`src/symb_rate_pkg.sv`:
```
/* Symbol rate divider package */

package symb_rate_pkg;

    //////////////////////////////////////////////////
    // Rate selection

    // Number of selectable symbol rates
    localparam int NUM_TX_SYMB_RATES = 3;

    // Width of a rate index
    localparam int SYMB_RATE_SEL_NB = 2;

    // Rate indices
    localparam logic [SYMB_RATE_SEL_NB-1:0] TX_SYMB_RATE_QUARTER = 2'd0;
    localparam logic [SYMB_RATE_SEL_NB-1:0] TX_SYMB_RATE_HALF    = 2'd1;
    localparam logic [SYMB_RATE_SEL_NB-1:0] TX_SYMB_RATE_FULL    = 2'd2;

    // Reset value, also used for unknown rates
    localparam logic [SYMB_RATE_SEL_NB-1:0] DEFAULT_SYMB_RATE_SEL = TX_SYMB_RATE_FULL;

    //////////////////////////////////////////////////
    // Register map

    localparam int MMI_DATA_NB = 32;
    localparam int MMI_ADDR_NB = 4;

    // Rate in Msps, read/write
    localparam logic [MMI_ADDR_NB-1:0] ADDR_SYMB_RATE_SEL = 4'd0;
    // Chosen rate index, read-only
    localparam logic [MMI_ADDR_NB-1:0] ADDR_SYMB_RATE_IDX = 4'd1;

    // Symbol rate in Msps per index
    localparam logic [MMI_DATA_NB-1:0] SYMB_RATE_MSPS [NUM_TX_SYMB_RATES] =
        '{32'd100, 32'd200, 32'd400};

    //////////////////////////////////////////////////
    // Hold counts and samples

    // Width of a hold count
    localparam int DIV_NB = 3;

    // DAC cycles per symbol, by index
    localparam logic [DIV_NB-1:0] SYMB_RATE_DIV [NUM_TX_SYMB_RATES] = '{3'd4, 3'd2, 3'd1};

    // Width of one I or Q component
    localparam int SAMPLE_NB = 16;

    // I in the upper half, Q in the lower half
    typedef struct packed {
        logic signed [SAMPLE_NB-1:0] i;
        logic signed [SAMPLE_NB-1:0] q;
    } iq_sample_t;

endpackage
```
`src/mmi_if.sv`:
```
/* Memory-mapped register bus */

interface mmi_if;

    // Write channel
    logic                                   wvalid;
    logic [symb_rate_pkg::MMI_ADDR_NB-1:0]  waddr;
    logic [symb_rate_pkg::MMI_DATA_NB-1:0]  wdata;
    logic                                   wready;

    // Read request channel
    logic                                   arvalid;
    logic [symb_rate_pkg::MMI_ADDR_NB-1:0]  raddr;
    logic                                   arready;

    // Read data channel
    logic                                   rvalid;
    logic [symb_rate_pkg::MMI_DATA_NB-1:0]  rdata;
    logic                                   rready;

    // Bus master, e.g. the CPU bridge
    modport master (
        output wvalid, waddr, wdata,
        input  wready,
        output arvalid, raddr,
        input  arready,
        input  rvalid, rdata,
        output rready
    );

    // Register block side
    modport slave (
        input  wvalid, waddr, wdata,
        output wready,
        input  arvalid, raddr,
        output arready,
        output rvalid, rdata,
        input  rready
    );

endinterface

```
`src/axis_if.sv`:
```
/* I/Q sample stream */

interface axis_if;

    // Handshake
    logic tvalid;
    logic tready;

    // One I/Q pair per transfer
    symb_rate_pkg::iq_sample_t tdata;

    // Source side
    modport master (
        output tvalid,
        output tdata,
        input  tready
    );

    // Sink side
    modport slave (
        input  tvalid,
        input  tdata,
        output tready
    );

endinterface

```
`src/symb_rate_divider_top.sv`:
```
/* TX symbol rate divider */

module symb_rate_divider_top (
    input  logic                                    clk,
    input  logic                                    sresetn_mmi_interconnect,

    // Symbols from the modulator
    input  logic                                    s_tvalid,
    output logic                                    s_tready,
    input  symb_rate_pkg::iq_sample_t               s_tdata,

    // Samples toward the DAC
    output logic                                    m_tvalid,
    input  logic                                    m_tready,
    output symb_rate_pkg::iq_sample_t               m_tdata,

    // Register write
    input  logic                                    mmi_wvalid,
    input  logic [symb_rate_pkg::MMI_ADDR_NB-1:0]   mmi_waddr,
    input  logic [symb_rate_pkg::MMI_DATA_NB-1:0]   mmi_wdata,
    output logic                                    mmi_wready,

    // Register read request
    input  logic                                    mmi_arvalid,
    input  logic [symb_rate_pkg::MMI_ADDR_NB-1:0]   mmi_raddr,
    output logic                                    mmi_arready,

    // Register read data
    output logic                                    mmi_rvalid,
    output logic [symb_rate_pkg::MMI_DATA_NB-1:0]   mmi_rdata,
    input  logic                                    mmi_rready
);

    //////////////////////////////////////////////////
    // Internal buses

    axis_if u_s_axis ();
    axis_if u_m_axis ();
    mmi_if  u_mmi ();

    // Rate index from registers to repeater
    logic [symb_rate_pkg::SYMB_RATE_SEL_NB-1:0] symb_rate_sel;

    //////////////////////////////////////////////////
    // Port to interface mapping

    // Input stream
    assign u_s_axis.tvalid = s_tvalid;
    assign u_s_axis.tdata  = s_tdata;
    assign s_tready        = u_s_axis.tready;

    // Output stream
    assign m_tvalid        = u_m_axis.tvalid;
    assign m_tdata         = u_m_axis.tdata;
    assign u_m_axis.tready = m_tready;

    // Register bus
    assign u_mmi.wvalid  = mmi_wvalid;
    assign u_mmi.waddr   = mmi_waddr;
    assign u_mmi.wdata   = mmi_wdata;
    assign mmi_wready    = u_mmi.wready;
    assign u_mmi.arvalid = mmi_arvalid;
    assign u_mmi.raddr   = mmi_raddr;
    assign mmi_arready   = u_mmi.arready;
    assign mmi_rvalid    = u_mmi.rvalid;
    assign mmi_rdata     = u_mmi.rdata;
    assign u_mmi.rready  = mmi_rready;

    //////////////////////////////////////////////////
    // Blocks

    // Rate register and index lookup
    symb_rate_regs u_regs (
        .clk                      (clk),
        .sresetn_mmi_interconnect (sresetn_mmi_interconnect),
        .mmi                      (u_mmi.slave),
        .symb_rate_sel            (symb_rate_sel)
    );

    // Symbol repeat stage
    symb_rate_repeater u_repeater (
        .clk                      (clk),
        .sresetn_mmi_interconnect (sresetn_mmi_interconnect),
        .symb_rate_sel            (symb_rate_sel),
        .s_axis                   (u_s_axis.slave),
        .m_axis                   (u_m_axis.master)
    );

endmodule

```
`src/symb_rate_repeater.sv`:
```
/* Symbol hold repeater */

module symb_rate_repeater (
    input  logic                                        clk,
    input  logic                                        sresetn_mmi_interconnect,
    input  logic [symb_rate_pkg::SYMB_RATE_SEL_NB-1:0]  symb_rate_sel,
    axis_if.slave                                       s_axis,
    axis_if.master                                      m_axis
);

    //////////////////////////////////////////////////
    // Hold count lookup

    // Out-of-range index falls back to the default rate
    function automatic logic [symb_rate_pkg::DIV_NB-1:0] sel_to_div(
        input logic [symb_rate_pkg::SYMB_RATE_SEL_NB-1:0] sel
    );
        logic [symb_rate_pkg::DIV_NB-1:0] div;
        case (sel)
            symb_rate_pkg::TX_SYMB_RATE_QUARTER: begin
                div = symb_rate_pkg::SYMB_RATE_DIV[symb_rate_pkg::TX_SYMB_RATE_QUARTER];
            end
            symb_rate_pkg::TX_SYMB_RATE_HALF: begin
                div = symb_rate_pkg::SYMB_RATE_DIV[symb_rate_pkg::TX_SYMB_RATE_HALF];
            end
            symb_rate_pkg::TX_SYMB_RATE_FULL: begin
                div = symb_rate_pkg::SYMB_RATE_DIV[symb_rate_pkg::TX_SYMB_RATE_FULL];
            end
            default: begin
                div = symb_rate_pkg::SYMB_RATE_DIV[symb_rate_pkg::DEFAULT_SYMB_RATE_SEL];
            end
        endcase
        return div;
    endfunction

    //////////////////////////////////////////////////
    // Signals

    // A symbol is being presented
    logic                               held;
    // Latched symbol and its hold count
    symb_rate_pkg::iq_sample_t          hold_data;
    logic [symb_rate_pkg::DIV_NB-1:0]   hold_div;
    // Completed output transfers of this symbol
    logic [symb_rate_pkg::DIV_NB-1:0]   rep_cnt;

    logic                               in_fire;
    logic                               out_fire;
    logic                               out_last;

    //////////////////////////////////////////////////
    // Handshake

    assign out_fire = m_axis.tvalid & m_axis.tready;
    // Final repeat of the held symbol
    assign out_last = out_fire & (rep_cnt == hold_div - 3'd1);

    // Free slot, or the slot empties this cycle
    assign s_axis.tready = sresetn_mmi_interconnect & (~held | out_last);
    assign in_fire       = s_axis.tvalid & s_axis.tready;

    assign m_axis.tvalid = held;
    assign m_axis.tdata  = hold_data;

    //////////////////////////////////////////////////
    // Repeat control

    // New symbol restarts the count; otherwise count output transfers
    always_ff @(posedge clk) begin
        if (!sresetn_mmi_interconnect) begin
            held    <= 1'b0;
            rep_cnt <= '0;
        end else if (in_fire) begin
            held    <= 1'b1;
            rep_cnt <= '0;
        end else if (out_last) begin
            held    <= 1'b0;
            rep_cnt <= '0;
        end else if (out_fire) begin
            rep_cnt <= rep_cnt + 3'd1;
        end
    end

    // Symbol and hold count, rate sampled at acceptance only
    always_ff @(posedge clk) begin
        if (in_fire) begin
            hold_data <= s_axis.tdata;
            hold_div  <= sel_to_div(symb_rate_sel);
        end
    end

    //////////////////////////////////////////////////
    // Checks

    // Output held under back-pressure
    a_out_stable : assert property (@(posedge clk) disable iff (!sresetn_mmi_interconnect)
        m_axis.tvalid && !m_axis.tready |=> m_axis.tvalid && $stable(m_axis.tdata))
        else $error("output changed under back-pressure");

    // Repeat count bounded by the latched hold count
    a_rep_in_range : assert property (@(posedge clk) disable iff (!sresetn_mmi_interconnect)
        held |-> rep_cnt < hold_div)
        else $error("repeat count past hold count");

endmodule

```
`src/symb_rate_regs.sv`:
```
/* Symbol rate register block */

module symb_rate_regs (
    input  logic                                        clk,
    input  logic                                        sresetn_mmi_interconnect,
    mmi_if.slave                                        mmi,
    output logic [symb_rate_pkg::SYMB_RATE_SEL_NB-1:0]  symb_rate_sel
);

    //////////////////////////////////////////////////
    // Msps to index lookup

    // Linear search of the rate table, default on no match
    function automatic logic [symb_rate_pkg::SYMB_RATE_SEL_NB-1:0] msps_to_sel(
        input logic [symb_rate_pkg::MMI_DATA_NB-1:0] msps
    );
        logic [symb_rate_pkg::SYMB_RATE_SEL_NB-1:0] sel;
        sel = symb_rate_pkg::DEFAULT_SYMB_RATE_SEL;
        for (int k = 0; k < symb_rate_pkg::NUM_TX_SYMB_RATES; k++) begin
            if (msps == symb_rate_pkg::SYMB_RATE_MSPS[k]) begin
                sel = k[symb_rate_pkg::SYMB_RATE_SEL_NB-1:0];
            end
        end
        return sel;
    endfunction

    //////////////////////////////////////////////////
    // Signals

    // Rate register, Msps as written by software
    logic [symb_rate_pkg::MMI_DATA_NB-1:0]      rate_reg;
    // Read-only copy of the chosen index
    logic [symb_rate_pkg::SYMB_RATE_SEL_NB-1:0] idx_reg;

    // Handshake qualifiers
    logic                                       wr_accept;
    logic                                       rd_accept;

    // Read mux output
    logic [symb_rate_pkg::MMI_DATA_NB-1:0]      rd_word;

    //////////////////////////////////////////////////
    // Handshakes

    // Writes always taken once out of reset
    assign mmi.wready  = sresetn_mmi_interconnect;
    // New read only when the data slot is free or draining
    assign mmi.arready = sresetn_mmi_interconnect & (~mmi.rvalid | mmi.rready);

    assign wr_accept = mmi.wvalid & mmi.wready;
    assign rd_accept = mmi.arvalid & mmi.arready;

    //////////////////////////////////////////////////
    // Register storage

    // Writes to the index or to unmapped addresses are dropped
    always_ff @(posedge clk) begin
        if (!sresetn_mmi_interconnect) begin
            rate_reg <= symb_rate_pkg::SYMB_RATE_MSPS[symb_rate_pkg::DEFAULT_SYMB_RATE_SEL];
        end else if (wr_accept && (mmi.waddr == symb_rate_pkg::ADDR_SYMB_RATE_SEL)) begin
            rate_reg <= mmi.wdata;
        end
    end

    // Index follows the stored rate through the lookup
    assign symb_rate_sel = msps_to_sel(rate_reg);

    // Index register lags the live select by one cycle
    always_ff @(posedge clk) begin
        if (!sresetn_mmi_interconnect) begin
            idx_reg <= symb_rate_pkg::DEFAULT_SYMB_RATE_SEL;
        end else begin
            idx_reg <= symb_rate_sel;
        end
    end

    //////////////////////////////////////////////////
    // Read path

    // Unknown addresses read as zero
    always_comb begin
        rd_word = '0;
        case (mmi.raddr)
            symb_rate_pkg::ADDR_SYMB_RATE_SEL: rd_word = rate_reg;
            symb_rate_pkg::ADDR_SYMB_RATE_IDX: rd_word = {
                {(symb_rate_pkg::MMI_DATA_NB - symb_rate_pkg::SYMB_RATE_SEL_NB){1'b0}},
                idx_reg
            };
            default: rd_word = '0;
        endcase
    end

    // Read valid, held until the master takes it
    always_ff @(posedge clk) begin
        if (!sresetn_mmi_interconnect) begin
            mmi.rvalid <= 1'b0;
        end else if (rd_accept) begin
            mmi.rvalid <= 1'b1;
        end else if (mmi.rready) begin
            mmi.rvalid <= 1'b0;
        end
    end

    // Read data, loaded only on an accepted request
    always_ff @(posedge clk) begin
        if (rd_accept) begin
            mmi.rdata <= rd_word;
        end
    end

    //////////////////////////////////////////////////
    // Checks

    // Pending read data must not move while stalled
    a_rdata_stable : assert property (@(posedge clk) disable iff (!sresetn_mmi_interconnect)
        mmi.rvalid && !mmi.rready |=> mmi.rvalid && $stable(mmi.rdata))
        else $error("rdata changed while read stalled");

endmodule

```
`config.mk`:
```
export PLATFORM = sky130hd
export DESIGN_NAME = symb_rate_divider_top
export DESIGN_NICKNAME = d
export VERILOG_FILES = /design/src/symb_rate_pkg.sv /design/src/mmi_if.sv /design/src/axis_if.sv /design/src/symb_rate_divider_top.sv /design/src/symb_rate_repeater.sv /design/src/symb_rate_regs.sv
export SDC_FILE = /design/constraint.sdc
export NUM_CORES = 1
export LEC_CHECK = 0
export BUFFER_PORTS_ARGS = -buffer_cell sky130_fd_sc_hd__buf_2
export CAP_MARGIN = 20
export CELL_PAD_IN_SITES_DETAIL_PLACEMENT = 1
export CELL_PAD_IN_SITES_GLOBAL_PLACEMENT = 1
export CORE_MARGIN = 5
export CORE_UTILIZATION = 35
export DETAILED_ROUTE_END_ITERATION = 8
export PLACE_DENSITY_LB_ADDON = 0.3
export RECOVER_POWER = 25
export SLEW_MARGIN = 20
export SYNTH_ARGS = -nofsm -noshare
export SYNTH_HDL_FRONTEND = slang
export SYNTH_SLANG_ARGS = --single-unit
export TNS_END_PERCENT = 1
```
`constraint.sdc`:
```
create_clock -name clk -period 5.2 [get_ports clk]
set_clock_uncertainty 0.05 [all_clocks]
set_input_delay 1.56 -clock clk [delete_from_list [all_inputs] [get_ports clk]]
set_output_delay 1.56 -clock clk [all_outputs]
set_load 0.01 [all_outputs]
```
==> results of run 1 <==
==> where the power goes <==
part	leakage [nW]	internal (mW)	switching, mW
sequential	0.935	0.917	0.00808
combinational	0.876	0.0445	0.0683
clock	0.160	0.426	0.303
total	1.97	1.39	0.379
==> logic make-up (layout without fill, tap and decap cells) <==
group | Yosys count | count (layout)
fa+ha+maj | 2 | 2
buf+inv | 26 | 174
compound gates | 65 | 65
flops | 106 | 106
mux | 3 | 3
xor+xnor | 5 | 5
simple gates | 103 | 103
==> per-stage QoR <==
stage,hold WS (ns),std cells,utilization
floorplan,0.412,310,-
global placement,0.428,584,0.429
detailed placement,0.438,585,0.430
CTS,0.448,601,0.458
global route,0.479,601,0.453
finish,0.449,601,0.453
==> cells in the final DEF, fill, tap and decap left out, types with 2 or more instances in the layout <==
cell and count:
sky130_fd_sc_hd__dfxtp_1 39, sky130_fd_sc_hd__nand3_2 10, sky130_fd_sc_hd__bufinv_16 2, sky130_fd_sc_hd__nand3_1 28
sky130_fd_sc_hd__edfxtp_1 67, sky130_fd_sc_hd__a21oi_1 30, sky130_fd_sc_hd__and2_1 31, sky130_fd_sc_hd__o21ai_1 7
sky130_fd_sc_hd__nor2_2 2, sky130_fd_sc_hd__inv_6 2, sky130_fd_sc_hd__clkbuf_16 9, sky130_fd_sc_hd__nand4_1 2
sky130_fd_sc_hd__inv_1 4, sky130_fd_sc_hd__buf_4 4, sky130_fd_sc_hd__xor2_1 3, sky130_fd_sc_hd__clkinv_4 2
sky130_fd_sc_hd__clkbuf_1 19, sky130_fd_sc_hd__and3_1 2, sky130_fd_sc_hd__o21ai_0 25, sky130_fd_sc_hd__nor2_1 3
sky130_fd_sc_hd__buf_2 129, sky130_fd_sc_hd__nor3_1 5, sky130_fd_sc_hd__nand4bb_1 3, sky130_fd_sc_hd__nor4_1 7
sky130_fd_sc_hd__ha_1 2, sky130_fd_sc_hd__mux2i_1 3
==> worst max-delay path: cells and delay by family <==
family          cells  cell delay [ns]
simple gates        2             0.30
compound gates      1             0.37
buf+inv             2             0.26
==> routing by layer <==
metal | vias up | track usage | part of all wire
li1 | 1421 | - | -
met1 | 1377 | 0.192 | 0.44
met2 | 114 | 0.243 | 0.47
met3 | 11 | 0.0392 | 0.074
met4 | 0 | 0.0487 | 0.013
met5 | - | 0 | 0
==> worst paths after layout <==
path | from | endpoint | slack, ns | depth (start not counted)
worst max-delay path | m_tready | s_tready | 1.10 | 5
worst min-delay path | u_regs.rate_reg[28] | u_regs.rate_reg[28] | 0.45 | 2
worst max register to register | u_repeater.hold_div[0] | u_repeater.m_axis.tdata[0] | 2.98 | 6
worst min register to register | u_regs.rate_reg[28] | u_regs.rate_reg[28] | 0.45 | 2
==> area by class of cell <==
cell class              count  area share
repair buffers            153       0.146
multi-input cells         178       0.216
flip-flops and latches    106       0.538
clock buffers               9      0.0434
inverters                   5     0.00361
well taps                 143      0.0344
clock inverters             7      0.0193
==> results_tabular.tex, run 1 <==
\begin{tabular}{lr}
\hline
Metric & Value \\
\hline
\multicolumn{2}{l}{\textbf{Clock network}} \\
\quad Maximum clock insertion buffer count & 2 \\
\quad Cts-stage hold buffer count & 0 \\
\quad Num CTS Buffers & 9 \\
\quad TritonCTS clock tree & done \\
\quad Root cell of the clock tree & sky130\_fd\_sc\_hd\_\_clkbuf\_16 \\
\quad Insertion delay of the later-clocked pin in the worst-skew pair & 0.33 ns \\
\quad Post-CTS repair timing setup buffer count & 0 \\
\quad Clock transition time at the flip-flop clock pins of the worst setup and hold paths & about 0.070 ns \\
\quad Total of cells resized after clock tree synthesis & 0 \\
\quad H-tree depth reported by CTS & 3 \\
\quad CTS Sinks & $\sim$110 \\
\multicolumn{2}{l}{\textbf{Floorplan}} \\
\quad Chip height & between 100 and 150 um \\
\quad I/O pin total & about 150 \\
\quad Die area & approximately 0.014 mm\^{}2 \\
\quad Starting Density & 0.357 \\
\quad FP Rows & 39 \\
\quad Area of the placeable core & $\sim$0.011 mm\^{}2 \\
\quad Chip width & around 120 um \\
\multicolumn{2}{l}{\textbf{Power and ir drop}} \\
\quad Pwr Total & 1.77 mW \\
\quad Power density over the cells & 340 mW/mm\^{}2 \\
\quad IR drop worst, VDD & approximately 0.15 mV \\
\quad Static Leakage & around 2 nW \\
\multicolumn{2}{l}{\textbf{STA}} \\
\quad Count of final hold-check violations & 0 \\
\quad Total negative slack for setup checks & 0 ns \\
\quad Slew Limit Fails & 34 \\
\quad RSZ-0062 raised after global routing & no \\
\quad Relative max-transition margin & -0.0512 \\
\quad Minimum period implied by the final worst setup slack & about 4 ns \\
\quad Final WS setup & between 1 and 1.5 ns \\
\quad Count of endpoints failing setup in the final report & 0 \\
\quad Maximum clock rate & approximately 240 MHz \\
\quad Post-route fraction of the period consumed by the critical path & 0.789 \\
\quad Worst Max-Slew Pin Slew & 1.58 ns \\
\multicolumn{2}{l}{\textbf{Worst setup path}} \\
\quad Most common cell on crit path & sky130\_fd\_sc\_hd\_\_buf\_2 \\
\quad Setup Crit Path Kind & primary input to output pin \\
\quad Critical path launch point type & primary input \\
\quad CP endpoint kind & output pin \\
\quad CP Data Required Time & around 3.6 ns \\
\quad Critical Path AT & roughly 2.5 ns \\
\quad Ordered list of cells on the worst path & buf\_2, and2\_0, a41oi\_1, nor2\_1, buf\_2 \\
\quad Highest cell delay on the worst timing path & 0.37 ns \\
\quad CP max-delay cell & sky130\_fd\_sc\_hd\_\_a41oi\_1 \\
\quad Max FO, Critical Path & 4 \\
\multicolumn{2}{l}{\textbf{Run status}} \\
\quad Violated checks & capacitance limit, slew limit \\
\quad Result of the run & finished with violations \\
\multicolumn{2}{l}{\textbf{Yosys}} \\
\quad Synth Area in Simple Gates & 0.169 \\
\quad Top cells by instance count after synthesis & sky130\_fd\_sc\_hd\_\_edfxtp\_1, sky130\_fd\_sc\_hd\_\_dfxtp\_1, sky130\_fd\_sc\_hd\_\_and2\_1, sky130\_fd\_sc\_hd\_\_a21oi\_1, sky130\_fd\_sc\_hd\_\_nand3\_1 \\
\quad Adder and majority gate portion of the synthesized area & 0.00611 \\
\quad Count of distinct cell types in the synthesized netlist & 43 \\
\quad Count of flip-flops with a built-in enable after synthesis & 67 \\
\quad Post-synth top flop & sky130\_fd\_sc\_hd\_\_edfxtp\_1 \\
\quad Main combinational cell family by area after synthesis & simple AND/OR/NAND/NOR gates \\
\quad Area of the mapped netlist & 0.00410 mm\^{}2 \\
\quad Yosys warnings & 0 \\
\quad Post-synth top area cell & sky130\_fd\_sc\_hd\_\_edfxtp\_1 \\
\quad Asr flop ratio synth & 0 \\
\quad Number of register bits inferred by synthesis & approximately 110 \\
\quad Most instantiated library cell after synthesis & sky130\_fd\_sc\_hd\_\_edfxtp\_1 \\
\quad Post-Synthesis Cells & 310 \\
\quad Mux cell area share after synthesis & 0.00733 \\
\quad Synthesized area per cell & between 10 and 15 um\^{}2 \\
\quad Post-synthesis xor/xnor area fraction & 0.0141 \\
\quad Dominant cells by area after synthesis & sky130\_fd\_sc\_hd\_\_edfxtp\_1, sky130\_fd\_sc\_hd\_\_dfxtp\_1, sky130\_fd\_sc\_hd\_\_and2\_1 \\
\quad Post-synthesis compound-gate area fraction & 0.0834 \\
\quad Seq/Total Area, Yosys & 0.682 \\
\quad Total nets after synthesis & a little under 400 \\
\quad Post-synth top area share & 0.491 \\
\multicolumn{2}{l}{\textbf{GRT}} \\
\quad All-layer global routing usage & 0.149 \\
\quad Overflow left after global routing & 0 \\
\quad Initial antenna violation count & 0 \\
\quad Pin count of the biggest net entering global routing & 36 \\
\quad Vias in the first global route & 3,105 \\
\quad First-pass GRT wire length & 16,700 um \\
\multicolumn{2}{l}{\textbf{Placed design}} \\
\quad DP Wirelength & a little under 8000 um \\
\quad Number of port buffers & roughly 150 \\
\quad Post-Place Setup Slack & 1.17 ns \\
\quad Instance area at placement & $\sim$0.0049 mm\^{}2 \\
\quad Routability congestion estimate & $\sim$0.75 \\
\multicolumn{2}{l}{\textbf{Finish}} \\
\quad Area taken by multi-input logic gates & around 0.0011 mm\^{}2 \\
\quad Layout cell share with drive strength beyond 1 & 0.360 \\
\quad Antenna diode count & 0 \\
\quad Sequential cell area & around 0.0028 mm\^{}2 \\
\quad Final Cell Area & $\sim$0.0052 mm\^{}2 \\
\quad Post-layout nets & approximately 530 \\
\quad Number of filler instances in the final layout & between 1,000 and 1,500 \\
\quad Synth-to-Final Area Change & 26.8\% \\
\multicolumn{2}{l}{\textbf{Route}} \\
\quad Routed wire length & 10,500 um \\
\quad Drt first pass iters & 4 \\
\quad Residual antenna-violating net count after detailed routing & 0 \\
\quad Drt wl/cell & approximately 17 um \\
\quad Routed via count & 2,923 \\
\quad DRC Markers & 0 \\
\quad Via/cell ratio & slightly below 5 \\
\quad Violation count after the first detailed-routing iteration & about 150 \\
\multicolumn{2}{l}{\textbf{Job}} \\
\quad Max-cap viol count & 1 \\
\multicolumn{2}{l}{\textbf{Worst hold path}} \\
\quad Type of the most critical hold path & flop to flop \\
\hline
\end{tabular}
Power figures use the tool's default switching activity.
==> run 2: changes to the inputs <==
CORE_UTILIZATION = 38   (was 35)
clock period = 4.05 ns   (was 5.2 ns; I/O delays follow)
==> run 2 against run 1 <==
Against the previous run:
- the flow still finishes with violations (capacitance limit, slew limit)
- utilization increased by 2.4 points
- largest power group unchanged
- non-clock buffer count increased by 1
- critical path type unchanged
- highest routed layer unchanged
- via count increased by 2.5%
==> results_tabular.tex, run 2 (synthesis results as in run 1) <==
\begin{tabular}{lr}
\hline
Metric & Value \\
\hline
\multicolumn{2}{l}{\textbf{Route}} \\
\quad Routed via count & between 2,000 and 3,000 \\
\quad Drt first pass iters & 4 \\
\quad Via/cell ratio & approximately 5.0 \\
\quad DRC Markers & 0 \\
\quad Drt wl/cell & between 15 and 20 um \\
\quad Routed wire length & 10,500 um \\
\quad Violation count after the first detailed-routing iteration & 78 \\
\quad Residual antenna-violating net count after detailed routing & 0 \\
\multicolumn{2}{l}{\textbf{Clock network}} \\
\quad Total of cells resized after clock tree synthesis & 0 \\
\quad CTS Sinks & $\sim$110 \\
\quad TritonCTS clock tree & done \\
\quad H-tree depth reported by CTS & 3 \\
\quad Maximum clock insertion buffer count & 2 \\
\quad Root cell of the clock tree & sky130\_fd\_sc\_hd\_\_clkbuf\_8 \\
\quad Insertion delay of the later-clocked pin in the worst-skew pair & $\sim$0.36 ns \\
\quad Post-CTS repair timing setup buffer count & 0 \\
\quad Clock transition time at the flip-flop clock pins of the worst setup and hold paths & 0.09 ns \\
\quad Num CTS Buffers & 9 \\
\quad Cts-stage hold buffer count & 0 \\
\multicolumn{2}{l}{\textbf{STA}} \\
\quad Count of final hold-check violations & 0 \\
\quad Minimum period implied by the final worst setup slack & 3.48 ns \\
\quad RSZ-0062 raised after global routing & no \\
\quad Post-route fraction of the period consumed by the critical path & 0.860 \\
\quad Count of endpoints failing setup in the final report & 0 \\
\quad Relative max-transition margin & -0.119 \\
\quad Total negative slack for setup checks & 0 ns \\
\quad Slew Limit Fails & 34 \\
\quad Worst Max-Slew Pin Slew & between 1.5 and 2 ns \\
\quad Maximum clock rate & between 200 and 300 MHz \\
\quad Final WS setup & about 0.57 ns \\
\multicolumn{2}{l}{\textbf{GRT}} \\
\quad Global-route layer with the greatest usage & met2 \\
\quad Pin count of the biggest net entering global routing & 34 \\
\quad All-layer global routing usage & 0.164 \\
\quad Initial antenna violation count & 0 \\
\quad Overflow left after global routing & 0 \\
\quad GR Util met3 & 0.0355 \\
\quad Global routing usage on met2 & 0.272 \\
\quad Vias in the first global route & 3,122 \\
\quad Met1 capacity usage during global routing & 0.205 \\
\quad First-pass GRT wire length & roughly 16,000 um \\
\multicolumn{2}{l}{\textbf{Floorplan}} \\
\quad Starting Density & 0.383 \\
\quad Chip width & between 100 and 150 um \\
\quad Die area & between 0.01 and 0.015 mm\^{}2 \\
\quad FP Rows & 38 \\
\quad Area of the placeable core & approximately 0.011 mm\^{}2 \\
\quad Chip height & roughly 110 um \\
\quad I/O pin total & between 100 and 150 \\
\multicolumn{2}{l}{\textbf{Placed design}} \\
\quad Post-Place Setup Slack & about 0.66 ns \\
\quad Instance area at placement & between 0.004 and 0.005 mm\^{}2 \\
\quad DP Wirelength & 7730 um \\
\quad Routability congestion estimate & 0.791 \\
\quad Number of port buffers & between 100 and 150 \\
\multicolumn{2}{l}{\textbf{Power and ir drop}} \\
\quad Static Leakage & a little under 2 nW \\
\quad IR drop worst, VDD & about 0.14 mV \\
\quad Power density over the cells & around 390 mW/mm\^{}2 \\
\multicolumn{2}{l}{\textbf{Worst setup path}} \\
\quad Setup Crit Path Kind & primary input to output pin \\
\quad Most common cell on crit path & sky130\_fd\_sc\_hd\_\_buf\_2 \\
\quad Ordered list of cells on the worst path & buf\_2, and2\_0, a41oi\_1, nor2\_1, buf\_2 \\
\quad Max FO, Critical Path & 4 \\
\quad CP max-delay cell & sky130\_fd\_sc\_hd\_\_a41oi\_1 \\
\quad CP Data Required Time & around 2.8 ns \\
\quad Highest cell delay on the worst timing path & $\sim$0.43 ns \\
\quad Flop2flop setup slack & 1.74 ns \\
\quad CP endpoint kind & output pin \\
\quad Critical Path AT & between 2 and 2.5 ns \\
\quad Critical path launch point type & primary input \\
\multicolumn{2}{l}{\textbf{Finish}} \\
\quad Most frequent cells in the layout & sky130\_fd\_sc\_hd\_\_buf\_2, sky130\_fd\_sc\_hd\_\_edfxtp\_1, sky130\_fd\_sc\_hd\_\_dfxtp\_1 \\
\quad Antenna diode count & 0 \\
\quad Final Cell Area & $\sim$0.005 mm\^{}2 \\
\quad Post-layout nets & 535 \\
\quad Commonest non-fill, non-tap cell in the layout & sky130\_fd\_sc\_hd\_\_buf\_2 \\
\quad Utilization after layout & 0.477 \\
\quad Layout cell share with drive strength beyond 1 & 0.397 \\
\quad Synth-to-Final Area Change & 24.7\% \\
\multicolumn{2}{l}{\textbf{Worst hold path}} \\
\quad Type of the most critical hold path & flop to flop \\
\multicolumn{2}{l}{\textbf{Job}} \\
\quad Max-cap viol count & 1 \\
\multicolumn{2}{l}{\textbf{Run status}} \\
\quad Violated checks & capacitance limit, slew limit \\
\quad Result of the run & finished with violations \\
\hline
\end{tabular}
[run 2: cell count changes in the layout (fill, tap and decap cells not counted), moves of 9 or more]
cell,delta
sky130_fd_sc_hd__buf_2,+15
sky130_fd_sc_hd__clkbuf_8,+14
sky130_fd_sc_hd__clkbuf_1,-13
sky130_fd_sc_hd__and2_0,+9
sky130_fd_sc_hd__and2_1,-9
sky130_fd_sc_hd__clkbuf_16,-9
[run 2: worst max-delay path: cells and delay by family]
kind                   cells  cell delay [ns]
AOI/OAI and AO/OA          1             0.43
and+or+nand+nor            2             0.32
buffers and inverters      2             0.25
[run 2: area by class of cell]
| cell class | instances | area [um^2] |
|---|---|---|
| sequential | 106 | 2790 |
| fill | 1202 | 5590 |
| inverter | 5 | 18.8 |
| timing repair buffer | 154 | 777 |
| clock inverter | 1 | 5.00 |
| multi-input combinational | 178 | 1140 |
| tap | 140 | 175 |
| clock buffer | 15 | 196 |
[run 2: path summary, 6_finish.rpt]
check | startpoint | endpoint | cells past startpoint
setup / recovery | m_tready | s_tready | 5
hold / removal | u_regs.rate_reg[29] | u_regs.rate_reg[29] | 2
hold reg to reg | u_regs.rate_reg[29] | u_regs.rate_reg[29] | 2
setup reg to reg | u_repeater.hold_div[0] | u_repeater.m_axis.tdata[28] | 6
[run 2: through the flow]
stage / hold WS [ns] / total power [mW] / instances
after global routing: 0.482 / 2.08 / 599
after floorplan: 0.412 / 1.28 / 310
after CTS: 0.452 / 2.01 / 599
after global placement: 0.423 / 1.36 / 583
after detailed placement: 0.439 / 1.37 / 583
final: 0.451 / 1.98 / 599
[run 2: per-layer routing]
metal | routed length [um] | vias up
met2 | 4940 | 119
met1 | 4550 | 1441
met5 | 0 | -
li1 | - | 1422
met3 | 821 | 13
met4 | 210 | 0
[run 2: power breakdown]
group	internal, mW	switching [mW]
sequential	1.18	0.00984
combinational	0.0593	0.0907
clock	0.308	0.339
